**src/logic/ahb_pkg.sv**
```systemverilog
`default_nettype none

package ahb_pkg;

    // Address and data width of both masters
    localparam int BUS_W = 32;

    // One enable per byte lane of a data word
    localparam int WBEN_W = 4;

    // Transfer type codes of the master side
    typedef enum logic [1:0] {
        IDLE   = 2'b00,
        BUSY   = 2'b01,
        NONSEQ = 2'b10,
        SEQ    = 2'b11
    } htrans_e;

    // Transfer sizes
    typedef enum logic [2:0] {
        BYTE = 3'b000,
        HALF = 3'b001,
        WORD = 3'b010
    } hsize_e;

endpackage

`default_nettype wire

```
**src/logic/mem_map_pkg.sv**
```systemverilog
`default_nettype none

package mem_map_pkg;

    // Targets behind the router
    typedef enum logic [1:0] {
        REGION_INST = 2'd0,
        REGION_DATA = 2'd1,
        REGION_REG  = 2'd2
    } region_e;

    // Set selects the peripheral register file
    localparam int REG_SEL_BIT = 15;

    // Between the two RAMs, set selects data RAM
    localparam int RAM_SEL_BIT = 14;

    // Lowest bit of the word address
    localparam int WORD_LSB = 2;

    // Favor after reset, 1 means dmem wins the first conflict
    localparam logic FAVOR_DMEM_INST = 1'b0;
    localparam logic FAVOR_DMEM_DATA = 1'b1;
    localparam logic FAVOR_DMEM_REG  = 1'b1;

endpackage

`default_nettype wire

```
**src/logic/access_if.sv**
```systemverilog
`timescale 1ns/10ps
`default_nettype none

interface access_if
    import ahb_pkg::*;
    import mem_map_pkg::*;
#(
    parameter int RAM_ADDR_W = 12
) ();

    // Access accepted at the previous edge, valid for one cycle
    logic                  valid;
    logic                  write;
    region_e               region;
    logic [RAM_ADDR_W-1:0] word_addr;
    logic [1:0]            byte_off;
    hsize_e                size;

    modport issue (output valid, write, region, word_addr, byte_off, size);

    modport take (input valid, write, region, word_addr, byte_off, size);

endinterface

`default_nettype wire

```
**src/logic/grant_arbiter.sv**
```systemverilog
`timescale 1ns/10ps
`default_nettype none

module grant_arbiter
    import ahb_pkg::*;
    import mem_map_pkg::*;
#(
    parameter int RAM_ADDR_W = 12
) (
    input  logic             clk,
    input  logic             reset,

    input  logic [BUS_W-1:0] imem_haddr,
    input  logic [1:0]       imem_htrans,
    input  logic [2:0]       imem_hsize,
    input  logic             imem_hwrite,

    input  logic [BUS_W-1:0] dmem_haddr,
    input  logic [1:0]       dmem_htrans,
    input  logic [2:0]       dmem_hsize,
    input  logic             dmem_hwrite,

    output logic             imem_hready,
    output logic             dmem_hready,

    access_if.issue          imem_acc,
    access_if.issue          dmem_acc
);

    // Indexed by region_e value
    localparam logic [2:0] FAVOR_RESET = {FAVOR_DMEM_REG, FAVOR_DMEM_DATA, FAVOR_DMEM_INST};

    region_e    imem_region;
    region_e    dmem_region;
    logic       wr_phase;
    logic       imem_elig;
    logic       dmem_elig;
    logic       conflict;
    logic       imem_take;
    logic       dmem_take;
    logic [2:0] favor_dmem;

    function automatic region_e decode_region(input logic [BUS_W-1:0] addr);
        region_e region;
        if (addr[REG_SEL_BIT]) begin
            region = REGION_REG;
        end else if (addr[RAM_SEL_BIT]) begin
            region = REGION_DATA;
        end else begin
            region = REGION_INST;
        end
        return region;
    endfunction

    //////////////////////////////////////////////////
    // Request decode and acceptance
    //////////////////////////////////////////////////

    always_comb begin
        imem_region = decode_region(imem_haddr);
        dmem_region = decode_region(dmem_haddr);

        // No new access while any write sits in its data phase
        wr_phase = (imem_acc.valid && imem_acc.write) || (dmem_acc.valid && dmem_acc.write);

        imem_elig = (htrans_e'(imem_htrans) == NONSEQ) && !imem_hready && !wr_phase;
        dmem_elig = (htrans_e'(dmem_htrans) == NONSEQ) && !dmem_hready && !wr_phase;

        conflict = imem_elig && dmem_elig && (imem_region == dmem_region);

        imem_take = imem_elig;
        dmem_take = dmem_elig;
        if (conflict) begin
            imem_take = !favor_dmem[imem_region];
            dmem_take = favor_dmem[imem_region];
        end else if (imem_elig && dmem_elig && imem_hwrite && dmem_hwrite) begin
            // Two writes to different targets go one at a time, dmem first
            imem_take = 1'b0;
        end
    end

    // Round robin per region, toggled only by a real conflict
    always_ff @(posedge clk) begin
        if (reset) begin
            favor_dmem <= FAVOR_RESET;
        end else if (conflict) begin
            favor_dmem[imem_region] <= !favor_dmem[imem_region];
        end
    end

    //////////////////////////////////////////////////
    // Registered accesses and hready
    //////////////////////////////////////////////////

    // Reads complete in the next cycle, writes one cycle after their data phase
    always_ff @(posedge clk) begin
        if (reset) begin
            imem_acc.valid <= 1'b0;
            dmem_acc.valid <= 1'b0;
            imem_hready    <= 1'b0;
            dmem_hready    <= 1'b0;
        end else begin
            imem_acc.valid <= imem_take;
            dmem_acc.valid <= dmem_take;
            imem_hready    <= (imem_take && !imem_hwrite) || (imem_acc.valid && imem_acc.write);
            dmem_hready    <= (dmem_take && !dmem_hwrite) || (dmem_acc.valid && dmem_acc.write);
        end
    end

    always_ff @(posedge clk) begin
        if (imem_take) begin
            imem_acc.write     <= imem_hwrite;
            imem_acc.region    <= imem_region;
            imem_acc.word_addr <= imem_haddr[WORD_LSB +: RAM_ADDR_W];
            imem_acc.byte_off  <= imem_haddr[WORD_LSB-1:0];
            imem_acc.size      <= hsize_e'(imem_hsize);
        end
    end

    always_ff @(posedge clk) begin
        if (dmem_take) begin
            dmem_acc.write     <= dmem_hwrite;
            dmem_acc.region    <= dmem_region;
            dmem_acc.word_addr <= dmem_haddr[WORD_LSB +: RAM_ADDR_W];
            dmem_acc.byte_off  <= dmem_haddr[WORD_LSB-1:0];
            dmem_acc.size      <= hsize_e'(dmem_hsize);
        end
    end

endmodule

`default_nettype wire

```
**src/logic/target_mux.sv**
```systemverilog
`timescale 1ns/10ps
`default_nettype none

module target_mux
    import ahb_pkg::*;
    import mem_map_pkg::*;
#(
    parameter int RAM_ADDR_W = 12,
    parameter int REG_ADDR_W = 4
) (
    access_if.take                imem_acc,
    access_if.take                dmem_acc,
    input  logic [BUS_W-1:0]      imem_hwdata,
    input  logic [BUS_W-1:0]      dmem_hwdata,

    input  logic [BUS_W-1:0]      inst_read,
    output logic [BUS_W-1:0]      inst_write,
    output logic [RAM_ADDR_W-1:0] inst_addr,
    output logic [WBEN_W-1:0]     inst_wben,
    output logic                  inst_rwn,

    input  logic [BUS_W-1:0]      data_read,
    output logic [BUS_W-1:0]      data_write,
    output logic [RAM_ADDR_W-1:0] data_addr,
    output logic [WBEN_W-1:0]     data_wben,
    output logic                  data_rwn,

    input  logic [BUS_W-1:0]      reg_read,
    output logic [BUS_W-1:0]      reg_write,
    output logic [REG_ADDR_W-1:0] reg_addr,
    output logic [WBEN_W-1:0]     reg_wben,
    output logic                  reg_rwn,

    output logic [BUS_W-1:0]      imem_hrdata,
    output logic [BUS_W-1:0]      dmem_hrdata
);

    // What one master would put on a target port
    typedef struct packed {
        logic [BUS_W-1:0]      wdata;
        logic [RAM_ADDR_W-1:0] addr;
        logic [WBEN_W-1:0]     wben;
        logic                  rwn;
    } port_drive_t;

    localparam port_drive_t IDLE_DRIVE = '{wdata: '0, addr: '0, wben: '0, rwn: 1'b1};

    port_drive_t imem_drv;
    port_drive_t dmem_drv;
    port_drive_t inst_drv;
    port_drive_t data_drv;
    port_drive_t reg_drv;
    logic [2:0]  imem_hit;
    logic [2:0]  dmem_hit;

    function automatic logic [WBEN_W-1:0] lane_enables(input hsize_e size, input logic [1:0] off);
        logic [WBEN_W-1:0] en;
        case (size)
            BYTE:    en = WBEN_W'(1) << off;
            HALF:    en = (off == 2'd0) ? 4'b0011 : 4'b1100;
            default: en = '1;
        endcase
        return en;
    endfunction

    function automatic port_drive_t master_drive(
        input logic                  write,
        input logic [RAM_ADDR_W-1:0] addr,
        input hsize_e                size,
        input logic [1:0]            off,
        input logic [BUS_W-1:0]      hwdata
    );
        port_drive_t drv;
        drv.addr  = addr;
        drv.rwn   = !write;
        drv.wben  = write ? lane_enables(size, off) : '0;
        // Unshifted, lanes picked by wben alone
        drv.wdata = write ? hwdata : '0;
        return drv;
    endfunction

    // Arbiter never lets both masters hit the same target
    function automatic port_drive_t pick(
        input logic        imem_sel,
        input logic        dmem_sel,
        input port_drive_t imem_in,
        input port_drive_t dmem_in
    );
        port_drive_t drv;
        drv = IDLE_DRIVE;
        if (dmem_sel) begin
            drv = dmem_in;
        end else if (imem_sel) begin
            drv = imem_in;
        end
        return drv;
    endfunction

    function automatic logic [BUS_W-1:0] read_back(
        input logic             valid,
        input logic             write,
        input region_e          region,
        input logic [BUS_W-1:0] inst_rd,
        input logic [BUS_W-1:0] data_rd,
        input logic [BUS_W-1:0] reg_rd
    );
        logic [BUS_W-1:0] rd;
        rd = '0;
        if (valid && !write) begin
            case (region)
                REGION_INST: rd = inst_rd;
                REGION_DATA: rd = data_rd;
                REGION_REG:  rd = reg_rd;
                default:     rd = '0;
            endcase
        end
        return rd;
    endfunction

    //////////////////////////////////////////////////
    // Target side
    //////////////////////////////////////////////////

    always_comb begin
        imem_drv = master_drive(imem_acc.write, imem_acc.word_addr, imem_acc.size,
                                imem_acc.byte_off, imem_hwdata);
        dmem_drv = master_drive(dmem_acc.write, dmem_acc.word_addr, dmem_acc.size,
                                dmem_acc.byte_off, dmem_hwdata);
        // One-hot target select per master
        imem_hit = imem_acc.valid ? (3'b001 << imem_acc.region) : 3'b000;
        dmem_hit = dmem_acc.valid ? (3'b001 << dmem_acc.region) : 3'b000;
    end

    assign inst_drv = pick(imem_hit[REGION_INST], dmem_hit[REGION_INST], imem_drv, dmem_drv);
    assign data_drv = pick(imem_hit[REGION_DATA], dmem_hit[REGION_DATA], imem_drv, dmem_drv);
    assign reg_drv  = pick(imem_hit[REGION_REG], dmem_hit[REGION_REG], imem_drv, dmem_drv);

    assign inst_write = inst_drv.wdata;
    assign inst_addr  = inst_drv.addr;
    assign inst_wben  = inst_drv.wben;
    assign inst_rwn   = inst_drv.rwn;

    assign data_write = data_drv.wdata;
    assign data_addr  = data_drv.addr;
    assign data_wben  = data_drv.wben;
    assign data_rwn   = data_drv.rwn;

    // Register index sits in the low bits of the word address
    assign reg_write  = reg_drv.wdata;
    assign reg_addr   = reg_drv.addr[REG_ADDR_W-1:0];
    assign reg_wben   = reg_drv.wben;
    assign reg_rwn    = reg_drv.rwn;

    //////////////////////////////////////////////////
    // Read data back to the masters
    //////////////////////////////////////////////////

    assign imem_hrdata = read_back(imem_acc.valid, imem_acc.write, imem_acc.region,
                                   inst_read, data_read, reg_read);
    assign dmem_hrdata = read_back(dmem_acc.valid, dmem_acc.write, dmem_acc.region,
                                   inst_read, data_read, reg_read);

endmodule

`default_nettype wire

```
**src/logic/router_top.sv**
```systemverilog
`timescale 1ns/10ps
`default_nettype none

module router_top
    import ahb_pkg::*;
#(
    parameter int RAM_ADDR_W = 12,
    parameter int REG_ADDR_W = 4
) (
    input  logic                  clk,
    input  logic                  reset,

    // Core instruction bus
    input  logic [BUS_W-1:0]      imem_haddr,
    input  logic [BUS_W-1:0]      imem_hwdata,
    input  logic [1:0]            imem_htrans,
    input  logic [2:0]            imem_hsize,
    input  logic                  imem_hwrite,
    output logic [BUS_W-1:0]      imem_hrdata,
    output logic                  imem_hready,

    // Core data bus
    input  logic [BUS_W-1:0]      dmem_haddr,
    input  logic [BUS_W-1:0]      dmem_hwdata,
    input  logic [1:0]            dmem_htrans,
    input  logic [2:0]            dmem_hsize,
    input  logic                  dmem_hwrite,
    output logic [BUS_W-1:0]      dmem_hrdata,
    output logic                  dmem_hready,

    // Instruction RAM
    input  logic [BUS_W-1:0]      inst_read,
    output logic [BUS_W-1:0]      inst_write,
    output logic [RAM_ADDR_W-1:0] inst_addr,
    output logic [WBEN_W-1:0]     inst_wben,
    output logic                  inst_rwn,

    // Data RAM
    input  logic [BUS_W-1:0]      data_read,
    output logic [BUS_W-1:0]      data_write,
    output logic [RAM_ADDR_W-1:0] data_addr,
    output logic [WBEN_W-1:0]     data_wben,
    output logic                  data_rwn,

    // Peripheral register file
    input  logic [BUS_W-1:0]      reg_read,
    output logic [BUS_W-1:0]      reg_write,
    output logic [REG_ADDR_W-1:0] reg_addr,
    output logic [WBEN_W-1:0]     reg_wben,
    output logic                  reg_rwn
);

    access_if #(.RAM_ADDR_W(RAM_ADDR_W)) imem_acc ();
    access_if #(.RAM_ADDR_W(RAM_ADDR_W)) dmem_acc ();

    grant_arbiter #(
        .RAM_ADDR_W(RAM_ADDR_W)
    ) u_grant_arbiter (
        .clk(clk),           .reset(reset),
        .imem_haddr(imem_haddr),   .imem_htrans(imem_htrans),
        .imem_hsize(imem_hsize),   .imem_hwrite(imem_hwrite),
        .dmem_haddr(dmem_haddr),   .dmem_htrans(dmem_htrans),
        .dmem_hsize(dmem_hsize),   .dmem_hwrite(dmem_hwrite),
        .imem_hready(imem_hready), .dmem_hready(dmem_hready),
        .imem_acc(imem_acc.issue), .dmem_acc(dmem_acc.issue)
    );

    target_mux #(
        .RAM_ADDR_W(RAM_ADDR_W), .REG_ADDR_W(REG_ADDR_W)
    ) u_target_mux (
        .imem_acc(imem_acc.take),  .dmem_acc(dmem_acc.take),
        .imem_hwdata(imem_hwdata), .dmem_hwdata(dmem_hwdata),
        .inst_read(inst_read),  .inst_write(inst_write), .inst_addr(inst_addr),
        .inst_wben(inst_wben),  .inst_rwn(inst_rwn),
        .data_read(data_read),  .data_write(data_write), .data_addr(data_addr),
        .data_wben(data_wben),  .data_rwn(data_rwn),
        .reg_read(reg_read),    .reg_write(reg_write),   .reg_addr(reg_addr),
        .reg_wben(reg_wben),    .reg_rwn(reg_rwn),
        .imem_hrdata(imem_hrdata), .dmem_hrdata(dmem_hrdata)
    );

endmodule

`default_nettype wire

```
**config.mk**
```make
export PLATFORM = sky130hd
export DESIGN_NAME = router_top
export DESIGN_NICKNAME = d
export VERILOG_FILES = /design/src/logic/ahb_pkg.sv /design/src/logic/mem_map_pkg.sv /design/src/logic/access_if.sv /design/src/logic/grant_arbiter.sv /design/src/logic/target_mux.sv /design/src/logic/router_top.sv
export SDC_FILE = /design/constraint.sdc
export NUM_CORES = 1
export LEC_CHECK = 0
export ABC_AREA = 1
export BUFFER_PORTS_ARGS = -buffer_cell sky130_fd_sc_hd__buf_2
export CAP_MARGIN = 10
export CELL_PAD_IN_SITES_DETAIL_PLACEMENT = 0
export CELL_PAD_IN_SITES_GLOBAL_PLACEMENT = 2
export CORE_MARGIN = 2
export CORE_UTILIZATION = 17
export DETAILED_ROUTE_END_ITERATION = 7
export PLACE_DENSITY = 0.89
export SETUP_SLACK_MARGIN = 0.4
export SLEW_MARGIN = 15
export SYNTH_ARGS = -nofsm -noshare
export SYNTH_HDL_FRONTEND = slang
export SYNTH_HIERARCHICAL = 1
export SYNTH_SLANG_ARGS = --single-unit
```
**constraint.sdc**
```tcl
create_clock -name clk -period 2.1 [get_ports clk]
set_input_delay 0 -clock clk [delete_from_list [all_inputs] [get_ports clk]]
set_output_delay 0 -clock clk [all_outputs]
set_load 0.01 [all_outputs]
```
# Yosys cells after proc, flatten, opt, wreduce, memory -nomap -nowiden
# Index checks and enable logic that the tools add are counted.
# W data, S select, Z words.
# totals
regBits	47
out_inout_bits	205
elab_cells	94
# op_classes
order_cmp	2
n_eq_ne	9
n_shift	4
mux	32
n_reduce_logical	32
# op_table
operator	n
$mux W49	6
$pmux W32 S3	2
$mux W32	4
$mux W4	4
$pmux W4 S2	2
$logic_and A1 B1 Y1	15
$eq A2 B2 Y1 const B	4
$logic_not A1 Y1	8
$logic_not A2 Y1	4
$shl A1 B2 Y4 const A	2
$mux W1	7
$eq A3 B1 Y1 const B	2
$logic_not A3 Y1	2
$mux W3	2
$shl A1 B2 Y3 const A	2
$eq A2 B1 Y1 const B	2
$mux W2	2
$bwmux W3	1
$logic_or A1 B1 Y1	3
$lt A2 B3 Y1 const B	1
$bmux W1 S2	1
$demux W1 S2	1
$eq A2 B2 Y1	1
$ge A2 B1 Y1 const B	1

# Longest topological paths before layout
# Gate-level depths: netlist (run 1).
# depth
depth_word	11
mapped_depth	10
depth_no_buf	10

# Hierarchy
# Netlist (run 1), hierarchy kept.
# modules_own_cells
mod	instances	cells_each	area_each_um2	seq_area_each_um2
target_mux	1	754	3365.7	0.0
grant_arbiter	1	119	1654.1	1341.3

# Worst setup path before layout (run 1)
# Ideal clock, no wire load.
# synth_timing
path_kind	reg2reg
start	register u_grant_arbiter.dmem_acc.write
end	register u_grant_arbiter.imem_acc.byte_off[0] (enable)
setup_ns	0.375
arrival_time_ns	1.407
required_time_ns	1.725
setup_slack_ns	0.319
stages_incl_launch_ff	8
n_path_buf	0
period_less_slack_ns	1.781
path_cell_list	edfxtp_1 > nand2_1 > nand2_1 > nor2_1 > nand3_2 > nand2_1 > nand2_1 > inv_1
# synth_via
elab_chain_cells	9
# synth_rtl
item	line_no	source
start, declared	access_if.sv:19	modport issue (output valid, write, region, word_addr, byte_off, size);
start signal, assigned	grant_arbiter.sv:122	dmem_acc.write <= dmem_hwrite;
$logic_and A1 B1 Y1 *	grant_arbiter.sv:64	wr_phase = (imem_acc.valid && imem_acc.write) || (dmem_acc.valid && dmem_acc.write);
$logic_or A1 B1 Y1 *	grant_arbiter.sv:64	
$logic_not A1 Y1 *	grant_arbiter.sv:66, grant_arbiter.sv:67	
$logic_and A1 B1 Y1 (on tied branches)	grant_arbiter.sv:66, grant_arbiter.sv:67	
$logic_and A1 B1 Y1	grant_arbiter.sv:69, grant_arbiter.sv:76	
$logic_and A1 B1 Y1 (2 in a row)	grant_arbiter.sv:76	end else if (imem_elig && dmem_elig && imem_hwrite && dmem_hwrite) begin
$mux W1	grant_arbiter.sv:76	
$mux W1 *	grant_arbiter.sv:73	if (conflict) begin
via u_grant_arbiter.imem_take	grant_arbiter.sv:39	logic imem_take;
end signal, assigned	grant_arbiter.sv:115	imem_acc.byte_off <= imem_haddr[WORD_LSB-1:0];
end, declared	access_if.sv:19	
# Mark *: on every way through the listed nets, which the timed path passes. The rest lies on a longest branch.
# A chain may end at the register's enable or synchronous reset.

# Final worst setup path (run 1)
# layout_timing
start	register u_grant_arbiter.dmem_acc.region[0]
end	output data_write[24]
# layout_via
elab_chain_cells	3
# layout_rtl
item	line_no	source
start, declared	access_if.sv:19	
start signal, assigned	grant_arbiter.sv:123	dmem_acc.region <= dmem_region;
$shl A1 B2 Y3	target_mux.sv:131	dmem_hit = dmem_acc.valid ? (3'b001 << dmem_acc.region) : 3'b000;
$mux W3	target_mux.sv:131	
$mux W49	target_mux.sv:91	if (dmem_sel) begin
end, declared	router_top.sv:40	output logic [BUS_W-1:0] data_write,
# Every way passes these cells.

==> flow_summary.ini, run 1 <==
[outcome]
status = finished clean

[floorplan]
initial_core_util_pct = 17.40
core_area_um2 = 28860
die-area_um2 = 30920
num_io_pins = 443
die_h_um = 175.8
fp-row-count = 62
die_w_um = 175.8

[sta]
max_freq_mhz = 527.0
hold_ws_ns = 0.09064
rsz0062_at_grt = yes
finalHoldViolCount = 0
slew_headroom_pct = 73.85
tightestPinTransition_ns = 0.3923
fin_tns_setup_ns = 0
slew_violations = 0
clock_skew_ns = 0.004387
setup_violations = 0
period_minus_slack_ns = 1.898
post-route-period-util_pct = 90.36

[layout]
syn2layout_area_growth_pct = 130.6
fin_util_pct = 40.11
num-nets-final = 1620
n_fill_cell = 2953
drive_gt1_share_pct = 56.25
multiInputGateArea_um2 = 4554
regArea_um2 = 1341

[setup_path]
arrival_ns = 1.90
cp.required_ns = 2.10
crit_path_start_kind = flip-flop
critPathMaxFanout = 11
cp-end-kind = output pin
critPathKind = flip-flop to output pin

[pwr]
power_leakage_nw = 6.117
ir_drop_mv = 0.7640
p_per_area_nw_per_um2 = 286.5

[hold_path]
hold_class = input port to flip-flop

[yosys]
yosysTopAreaCell = nand2_1
synth_area_leaders = nand2_1 (28%), edfxtp_1 (24%), o22ai_1 (15%)
yosys_register_bits = 47
netlist_area_um2 = 5020
ys_seq_area_share_pct = 26.72
synth_nets = 1111
synth_top_area_share_pct = 28.12
syn_inst = 873
synth.distinct_cells = 22
avgSynthCellArea_um2 = 5.750
ys_warn_count = 6

[global_routing]
grt.busiest_layer = met2
grt_max_degree = 46
grt_first_pass_wirelength_um = 43300
use_met3_pct = 3.030
grt_use_total_pct = 18.01
grt_use_met2_pct = 32.23
grt_overflow_total = 0
grt_pass1_vias = 7541
antenna_found_initial = 1
grt_use_met1_pct = 22.16

[clocking]
insertion_delay_ns = 0.29
cts-buffers-inserted = 5
cts_tree = yes
cts_max_path_buffers = 2
clock-sinks = 47
htreeDepth = 2
clockRootBuffer = clkbuf_16
path_clk_slew_ns = 0.06

[placement]
hpwl_um = 20440
port_buffers = 410
place_congestion = 0.8389

[drt]
routed_wl_um = 36440
dr.pass1.iters = 6
drt_first_iter_violations = 647
drtAntennaViolNets = 0
vias = 8532
drc = 0
wl_per_cell_um = 20.61
avgViaCountPerCell = 4.826

[run]
max_cap_violations = 0
==> power breakdown <==
part           switching, W  internal [W]
clock              0.000352      0.000439
sequential        0.0000230       0.00107
combinational      0.000805      0.000629
==> repair_timing <==
item,4_1_cts,5_1_grt
gates resized for setup,92,359
gates cloned,11,31
hold buffers,39,0
hold endpoints to repair,41,0
setup endpoints to repair,242,223
pin swaps,7,37
setup buffers,14,31
==> stage by stage <==
step / total power (W) / cells / area, um2 / setup slack, ns
2_1_floorplan: 0.001541 / 873 / 5024 / 0.4926
3_3_place_gp: 0.001964 / 1633 / 7528 / 0.2840
3_5_place_dp: 0.001970 / 1633 / 7528 / 0.2682
4_1_cts: 0.002927 / 1705 / 8853 / 0.3046
5_1_grt: 0.003456 / 1768 / 11570 / 0.1650
6_report: 0.003316 / 1768 / 11570 / 0.2024
==> synth_stat cells (all sizes together) <==
| cell | instances |
|---|---|
| buf | 33 |
| nand3 | 82 |
| o211ai | 8 |
| clkbuf | 23 |
| nand4 | 3 |
| nor2 | 36 |
| or2 | 1 |
| a21oi | 5 |
| o22ai | 124 |
| inv | 120 |
| edfxtp | 40 |
| nand2 | 380 |
| dfxtp | 7 |
| o21ai | 11 |
==> placed cells by master, fill, tap and decap left out, drive strengths merged <==
master / n
nand4: 3
clkinv: 3
nand2: 382
buf: 492
edfxtp: 40
nand3: 82
clkbuf: 27
o211ai: 8
inv: 116
clkinvlp: 7
o22ai: 124
nor2: 36
diode: 1
dlygate4sd3: 39
o21ai: 11
a21oi: 5
or2: 1
dfxtp: 7
==> layout make-up <==
class	count	area share, %
clock buffer	5	1.081
timing repair inverter	3	0.1946
clock inverter	3	0.1730
antenna	1	0.02162
timing repair buffer	553	39.33
sequential	47	11.59
tap	384	4.151
inverter	120	4.108
multi-input combinational	652	39.35
==> cell families (layout without fill, tap and decap cells) <==
logic type	Yosys count	count (layout)	synth area share [%]
AO/OA/AOI/OAI	148	148	18.25
AND/OR/NAND/NOR	502	504	40.73
flip-flops	47	47	26.72
other	0	1	0
buffers and inverters	176	684	14.31
==> worst max-delay path: stages (launching register included) <==
cell and delay, ns:
edfxtp_1 0.49, inv_2 0.09, nor2_4 0.21, nand2_8 0.11, buf_12 0.16, clkbuf_16 0.18, o22ai_1 0.18, buf_2 0.17
==> final timing paths <==
path	endpoint	slack, ns	start	cells after the start
setup / recovery	data_write[24]	0.20	u_grant_arbiter/dmem_acc.region[0]	7
hold / removal	u_grant_arbiter/dmem_acc.region[0]	0.09	dmem_haddr[14]	3
setup reg to reg	u_grant_arbiter/imem_acc.word_addr[10]	0.47	u_grant_arbiter/dmem_acc.write	7
hold reg to reg	u_grant_arbiter/favor_dmem[0]	0.49	u_grant_arbiter/favor_dmem[0]	2
==> registers in the layout, indices dropped and copies added, names as in the netlist <==
signal,cells
u_grant_arbiter/imem_acc.word_addr,12
u_grant_arbiter/dmem_hready,1
u_grant_arbiter/dmem_acc.write,1
u_grant_arbiter/dmem_acc.valid,1
u_grant_arbiter/dmem_acc.region,2
u_grant_arbiter/imem_acc.valid,1
u_grant_arbiter/dmem_acc.word_addr,12
u_grant_arbiter/imem_hready,1
u_grant_arbiter/imem_acc.byte_off,2
u_grant_arbiter/dmem_acc.size,3
u_grant_arbiter/imem_acc.region,2
u_grant_arbiter/dmem_acc.byte_off,2
u_grant_arbiter/imem_acc.size,3
u_grant_arbiter/imem_acc.write,1
u_grant_arbiter/favor_dmem,3
==> per-layer routing <==
layer | vias to the layer above | share of wire, %
li1 | 3922 | -
met4 | 0 | 2.7
met1 | 4063 | 41
met5 | - | 0
met2 | 471 | 48
met3 | 76 | 8.0
Note: power is estimated with default switching activity, not from simulation.
==> run 2: changes to the inputs <==
REMOVE_ABC_BUFFERS = 1   (was default)
==> flow_summary.ini, run 2 (same netlist as run 1, synthesis figures left out) <==
[drt]
routed_wl_um = 31300
drc = 0
avgViaCountPerCell = 4.674
wl_per_cell_um = 18.11
dr.pass1.iters = 5
vias = 8076
drtAntennaViolNets = 0
drt_first_iter_violations = 546

[sta]
fin_tns_setup_ns = 0
finalHoldViolCount = 0
max_freq_mhz = 544.4
slew_headroom_pct = 71.62
period_minus_slack_ns = 1.837
clock_skew_ns = 0.005159
setup_violations = 0
rsz0062_at_grt = yes
tightestPinTransition_ns = 0.4229
slew_violations = 0
post-route-period-util_pct = 87.47
layout_setup_ws_ns = 0.2632

[global_routing]
grt_use_total_pct = 16.90
grt_first_pass_wirelength_um = 41570
antenna_found_initial = 2
grt_max_degree = 46
grt_pass1_vias = 7330
grt_overflow_total = 0

[placement]
place_congestion = 0.8296
placed_cells = 1638
place_area_um2 = 7545
dp_slack_ns = 0.3224
port_buffers = 410
hpwl_um = 20510

[floorplan]
core_area_um2 = 28860
initial_core_util_pct = 17.40
die-area_um2 = 30920
num_io_pins = 443
fp-row-count = 62
die_h_um = 175.8
die_w_um = 175.8

[layout]
drive_gt1_share_pct = 49.11
num-nets-final = 1581
regArea_um2 = 1343
stdcell_count = 1728
multiInputGateArea_um2 = 3839
final_common_cell = buf_2
reg.largest.list = u_grant_arbiter/dmem_acc.word_addr (12), u_grant_arbiter/imem_acc.word_addr (12)
stdcell_area_um2 = 9995
n_fill_cell = 3169
final_cell_mix = buf_2 (382), nand2_1 (324), inv_1 (102), o22ai_1 (86), nand3_1 (45)
diodes = 0
syn2layout_area_growth_pct = 99.10
fin_util_pct = 34.63

[pwr]
ir_drop_mv = 0.4334
power_leakage_nw = 5.622
p_per_area_nw_per_um2 = 309.9

[clocking]
cts-buffers-inserted = 5
clock-sinks = 47
insertion_delay_ns = 0.28
cts_max_path_buffers = 2
path_clk_slew_ns = 0.06
clockRootBuffer = clkbuf_16
cts_tree = yes
htreeDepth = 2

[run]
max_cap_violations = 0

[setup_path]
cp-end-kind = output pin
arrival_ns = 1.84
cp.required_ns = 2.10
critPathMaxFanout = 6
critPathKind = flip-flop to output pin
crit_path_start_kind = flip-flop

[outcome]
status = finished clean

[hold_path]
hold_class = input port to flip-flop
-- run 2: cell types whose count changed in the layout (fill, tap and decap cells not counted), moves of 4 or more --
| cell | change |
|---|---|
| nand2_8 | -4 |
| clkbuf_16 | -11 |
| buf_16 | -7 |
| nand2_4 | -6 |
| buf_12 | -11 |
| clkinvlp_4 | -6 |
| buf_2 | +17 |
| o22ai_2 | -40 |
| nand2_1 | +15 |
| nand2_2 | -7 |
| buf_6 | -17 |
| o22ai_4 | -25 |
| buf_4 | -5 |
| o22ai_1 | +65 |
-- run 2: worst max-delay path: stages (launching register included) --
cell	delay (ns)
edfxtp_1	0.43
buf_4	0.17
nor2_4	0.15
nand3_4	0.18
buf_12	0.19
clkbuf_16	0.16
o22ai_1	0.11
buf_2	0.15
-- run 2: what timing repair did --
action                                  in CTS  in global routing
pin swaps                                    2                 49
endpoints found under the setup margin     209                243
hold buffers                                39                  0
setup buffers                               13                 12
resized for setup                           63                243
gates cloned                                 3                 15
hold endpoints to repair                    41                  0
-- run 2: area by class of cell --
type | count | area share, %
inverters | 120 | 4.532
well taps | 384 | 4.807
flip-flops and latches | 47 | 13.43
multi-input cells | 650 | 38.41
repair buffers | 519 | 37.41
clock inverters | 2 | 0.1252
clock buffers | 6 | 1.289
-- run 2: report_power, final --
group	leakage, nW	switching, W	total (W)	internal (W)
Sequential	0.430	0.0000259	0.00109	0.00107
Clock	0.0669	0.000335	0.000775	0.000440
Combinational	5.13	0.000686	0.00123	0.000543
Total	5.62	0.00105	0.00310	0.00205
-- run 2: through the flow --
| stage | hold slack, ns | power [W] |
|---|---|---|
| 6_report | 0.1097 | 0.003097 |
| 5_1_grt | 0.1178 | 0.003263 |
| 4_1_cts | 0.1016 | 0.002869 |
| 3_5_place_dp | 0.1781 | 0.001978 |
| 3_3_place_gp | 0.1764 | 0.001970 |
| 2_1_floorplan | 0.06907 | 0.001515 |
-- run 2: path summary, 6_finish.rpt --
check / from / endpoint / slack [ns] / cells past startpoint
worst max-delay path: u_grant_arbiter/imem_acc.region[1] / inst_addr[6] / 0.26 / 7
worst min-delay path: imem_haddr[14] / u_grant_arbiter/imem_acc.region[0] / 0.11 / 3
worst max register to register: u_grant_arbiter/imem_acc.write / u_grant_arbiter/imem_acc.word_addr[7] / 0.49 / 8
worst min register to register: u_grant_arbiter/favor_dmem[0] / u_grant_arbiter/favor_dmem[0] / 0.49 / 2
-- run 2: layer usage --
layer / vias up / global-route usage [%] / wire [um]
met3: 34 / 3.009 / 2398
met4: 2 / 3.271 / 492
met5: - / 0 / 13
met1: 3846 / 21.73 / 12930
met2: 374 / 29.64 / 15460
li1: 3820 / - / -
==> run 3: changes to the inputs <==
PLACE_DENSITY = 0.88   (was 0.89)
SYNTH_HIERARCHICAL = default   (was 1)
==> flow_summary.ini, run 3 <==
[drt]
drt_first_iter_violations = 544
vias = 7914
dr.pass1.iters = 7
wl_per_cell_um = 20.17
routed_wl_um = 33800
drtAntennaViolNets = 0
avgViaCountPerCell = 4.722
drc = 0

[clocking]
clock-sinks = 47
cts_tree = yes
cts-buffers-inserted = 5
path_clk_slew_ns = 0.06
insertion_delay_ns = 0.30
htreeDepth = 2
clockRootBuffer = clkbuf_16
cts_max_path_buffers = 2

[setup_path]
arrival_ns = 1.84
cp.required_ns = 2.10
critPathMaxFanout = 8
crit_path_start_kind = flip-flop
critPathTopFamily = buffers and inverters
worstReg2RegStart = u_grant_arbiter.imem_acc.write
crit_chain = nor2_4, inv_2, nor2_4, buf_12, nand2_8, buf_12, o22ai_2, buf_2
cp-end-kind = output pin
r2r-end = u_grant_arbiter.imem_acc.word_addr[10]
critPathKind = flip-flop to output pin
r2r_slack_ns = 0.41
r2r_cells = 8
cp.buffers_inverters = 4
slowest_delay_ns = 0.51
cpMaxStageDelayCell = edfxtp_1

[outcome]
status = finished clean

[sta]
rsz0062_at_grt = yes
finalHoldViolCount = 0
setup_violations = 0
period_minus_slack_ns = 1.842
max_freq_mhz = 543.0
clock_skew_ns = 0.008293
post-route-period-util_pct = 87.70
slew_headroom_pct = 75.57
slew_violations = 0
tightestPinTransition_ns = 0.3627
fin_tns_setup_ns = 0

[layout]
final_cell_mix = buf_2 (386), nand2_1 (212), inv_1 (191), o22ai_1 (63), o22ai_2 (59)
syn2layout_area_growth_pct = 107.5
num-nets-final = 1527
final_common_cell = buf_2
drive_gt1_share_pct = 50.08
stdcell_count = 1676
reg.largest.list = u_grant_arbiter.dmem_acc.word_addr (12), u_grant_arbiter.imem_acc.word_addr (12)

[yosys]
synthMuxAreaShare_pct = 0
yosys_register_bits = 47
synth_enable_flop_cells = 40
netlist_area_um2 = 4905
synth_top_family_by_area = compound AO/OA/AOI/OAI gates
yosysMostFrequentCell = nand2_1
yosys-top-cells-count = nand2_1 (227), inv_1 (197), o22ai_1 (134), o221ai_1 (54), edfxtp_1 (40)
ys_warn_count = 0
synth.distinct_cells = 25
synthXorXnorAreaFrac_pct = 0
yosysTopAreaCell = edfxtp_1
synth-async-reset-ratio_pct = 0
synth_fa_ha_area_share_pct = 0
ys_seq_area_share_pct = 27.35
synth_area_leaders = edfxtp_1 (24%), nand2_1 (17%), o22ai_1 (17%)
ys.flop_type = edfxtp_1
syn_inst = 798
synthSimpleGateAreaFrac_pct = 23.90
avgSynthCellArea_um2 = 6.146
synth_compound_area_share_pct = 28.32
synth_top_area_share_pct = 24.49

[pwr]
power_leakage_nw = 5.581
p_per_area_nw_per_um2 = 308.0
ir_drop_mv = 0.5882

[global_routing]
grt_max_degree = 42
grt_pass1_vias = 7501
grt_first_pass_wirelength_um = 43660
grt_overflow_total = 0
antenna_found_initial = 2
grt_use_total_pct = 18.65

[floorplan]
fp-row-count = 62
num_io_pins = 443
die_w_um = 173.9
die_h_um = 173.9
core_area_um2 = 28550
initial_core_util_pct = 17.18
die-area_um2 = 30230

[hold_path]
hold_class = input port to flip-flop
worstHoldPathCells = 1
min_to = u_grant_arbiter.imem_acc.region[1]
worstHoldStart = imem_haddr[15]

[placement]
place_congestion = 0.9094
hpwl_um = 20210
placed_cells = 1569
port_buffers = 410

[run]
max_cap_violations = 0
==> run 3: cell count changes in the layout (fill, tap and decap cells not counted), moves of 15 or more <==
cell	previous run	this run
buf_4	17	32
o221ai_2	0	16
nand2_4	31	3
o221ai_1	0	34
nand3_2	35	1
o22ai_1	86	63
inv_1	102	191
nand3_1	45	24
nand2_1	324	212
o22ai_2	32	59
==> run 3: report_power, final <==
| part | switching [W] | internal [W] | leakage [nW] |
|---|---|---|---|
| Clock | 0.000354 | 0.000439 | 0.0675 |
| Sequential | 0.0000249 | 0.00107 | 0.430 |
| Combinational | 0.000686 | 0.000563 | 5.08 |
| Total | 0.00106 | 0.00207 | 5.58 |
==> run 3: cell families (layout without fill, tap and decap cells) <==
kind of cell,after synthesis,after routing
flops,47,47
compound gates,203,203
other cells,0,2
buf+inv,256,744
simple gates,292,296
==> run 3: repair_timing <==
| item | in CTS | in global routing |
|---|---|---|
| setup buffers | 12 | 17 |
| endpoints found under the hold margin | 40 | 0 |
| hold buffers | 38 | 0 |
| gates resized for setup | 131 | 115 |
| setup endpoints to repair | 206 | 242 |
| pin swaps | 12 | 16 |
| gates cloned | 11 | 19 |
==> run 3: final cells by class <==
class | instances | area (um2)
well taps | 384 | 480.5
fillers | 3050 | 18370
flip-flops and latches | 47 | 1343
inverters | 203 | 792.0
multi-input cells | 499 | 3506
clock inverters | 3 | 20.02
repair inverters | 1 | 8.758
repair buffers | 532 | 3899
clock buffers | 5 | 125.1
diodes | 2 | 5.005
==> run 3: worst max-delay path by stage <==
| stage | start | end | slack, ns | cells after the start |
|---|---|---|---|---|
| final | u_grant_arbiter.imem_acc.region[1] | data_wben[2] | 0.26 | 8 |
| after global routing | u_grant_arbiter.imem_acc.region[1] | data_wben[2] | 0.18 | 8 |
| after CTS | u_grant_arbiter.dmem_acc.region[0] | dmem_hrdata[22] | 0.29 | 8 |
| after detailed placement | u_grant_arbiter.imem_acc.region[1] | data_write[13] | 0.26 | 7 |
| after global placement | u_grant_arbiter.imem_acc.region[1] | data_write[13] | 0.26 | 7 |
| after floorplan | u_grant_arbiter.imem_acc.region[1] | inst_wben[1] | -1.10 | 3 |
==> run 3: metrics by stage <==
step / power, W / hold slack (ns) / worst slack, ns / util (%) / cell area (um2)
2_1_floorplan: 0.001514 / 0.06907 / -1.100 / - / 4664
3_3_place_gp: 0.001956 / 0.1765 / 0.2624 / 26.31 / 7512
3_5_place_dp: 0.001961 / 0.1781 / 0.2627 / 26.31 / 7512
4_1_cts: 0.002910 / 0.006851 / 0.2889 / 31.64 / 9031
5_1_grt: 0.003282 / 0.03412 / 0.1778 / 35.65 / 10180
6_report: 0.003134 / 0.01196 / 0.2582 / 35.65 / 10180
==> run 3: routing by layer <==
layer / global-route usage, % / vias to the layer above / share of wire [%]
met2: 32.57 / 405 / 48
met4: 3.641 / 0 / 2.0
met5: 0 / - / 0
met3: 2.807 / 44 / 8.1
met1: 24.42 / 3777 / 42
li1: - / 3688 / -
==> run 3: worst reg2reg max path, stage by stage, from the launching register on <==
cell and delay, ns:
edfxtp_1 0.47, nand2_1 0.14, nand2_2 0.09, nor2_4 0.14, nand3_4 0.11, nand2_2 0.08, nand2_1 0.07, inv_2 0.14
clkbuf_16 0.17
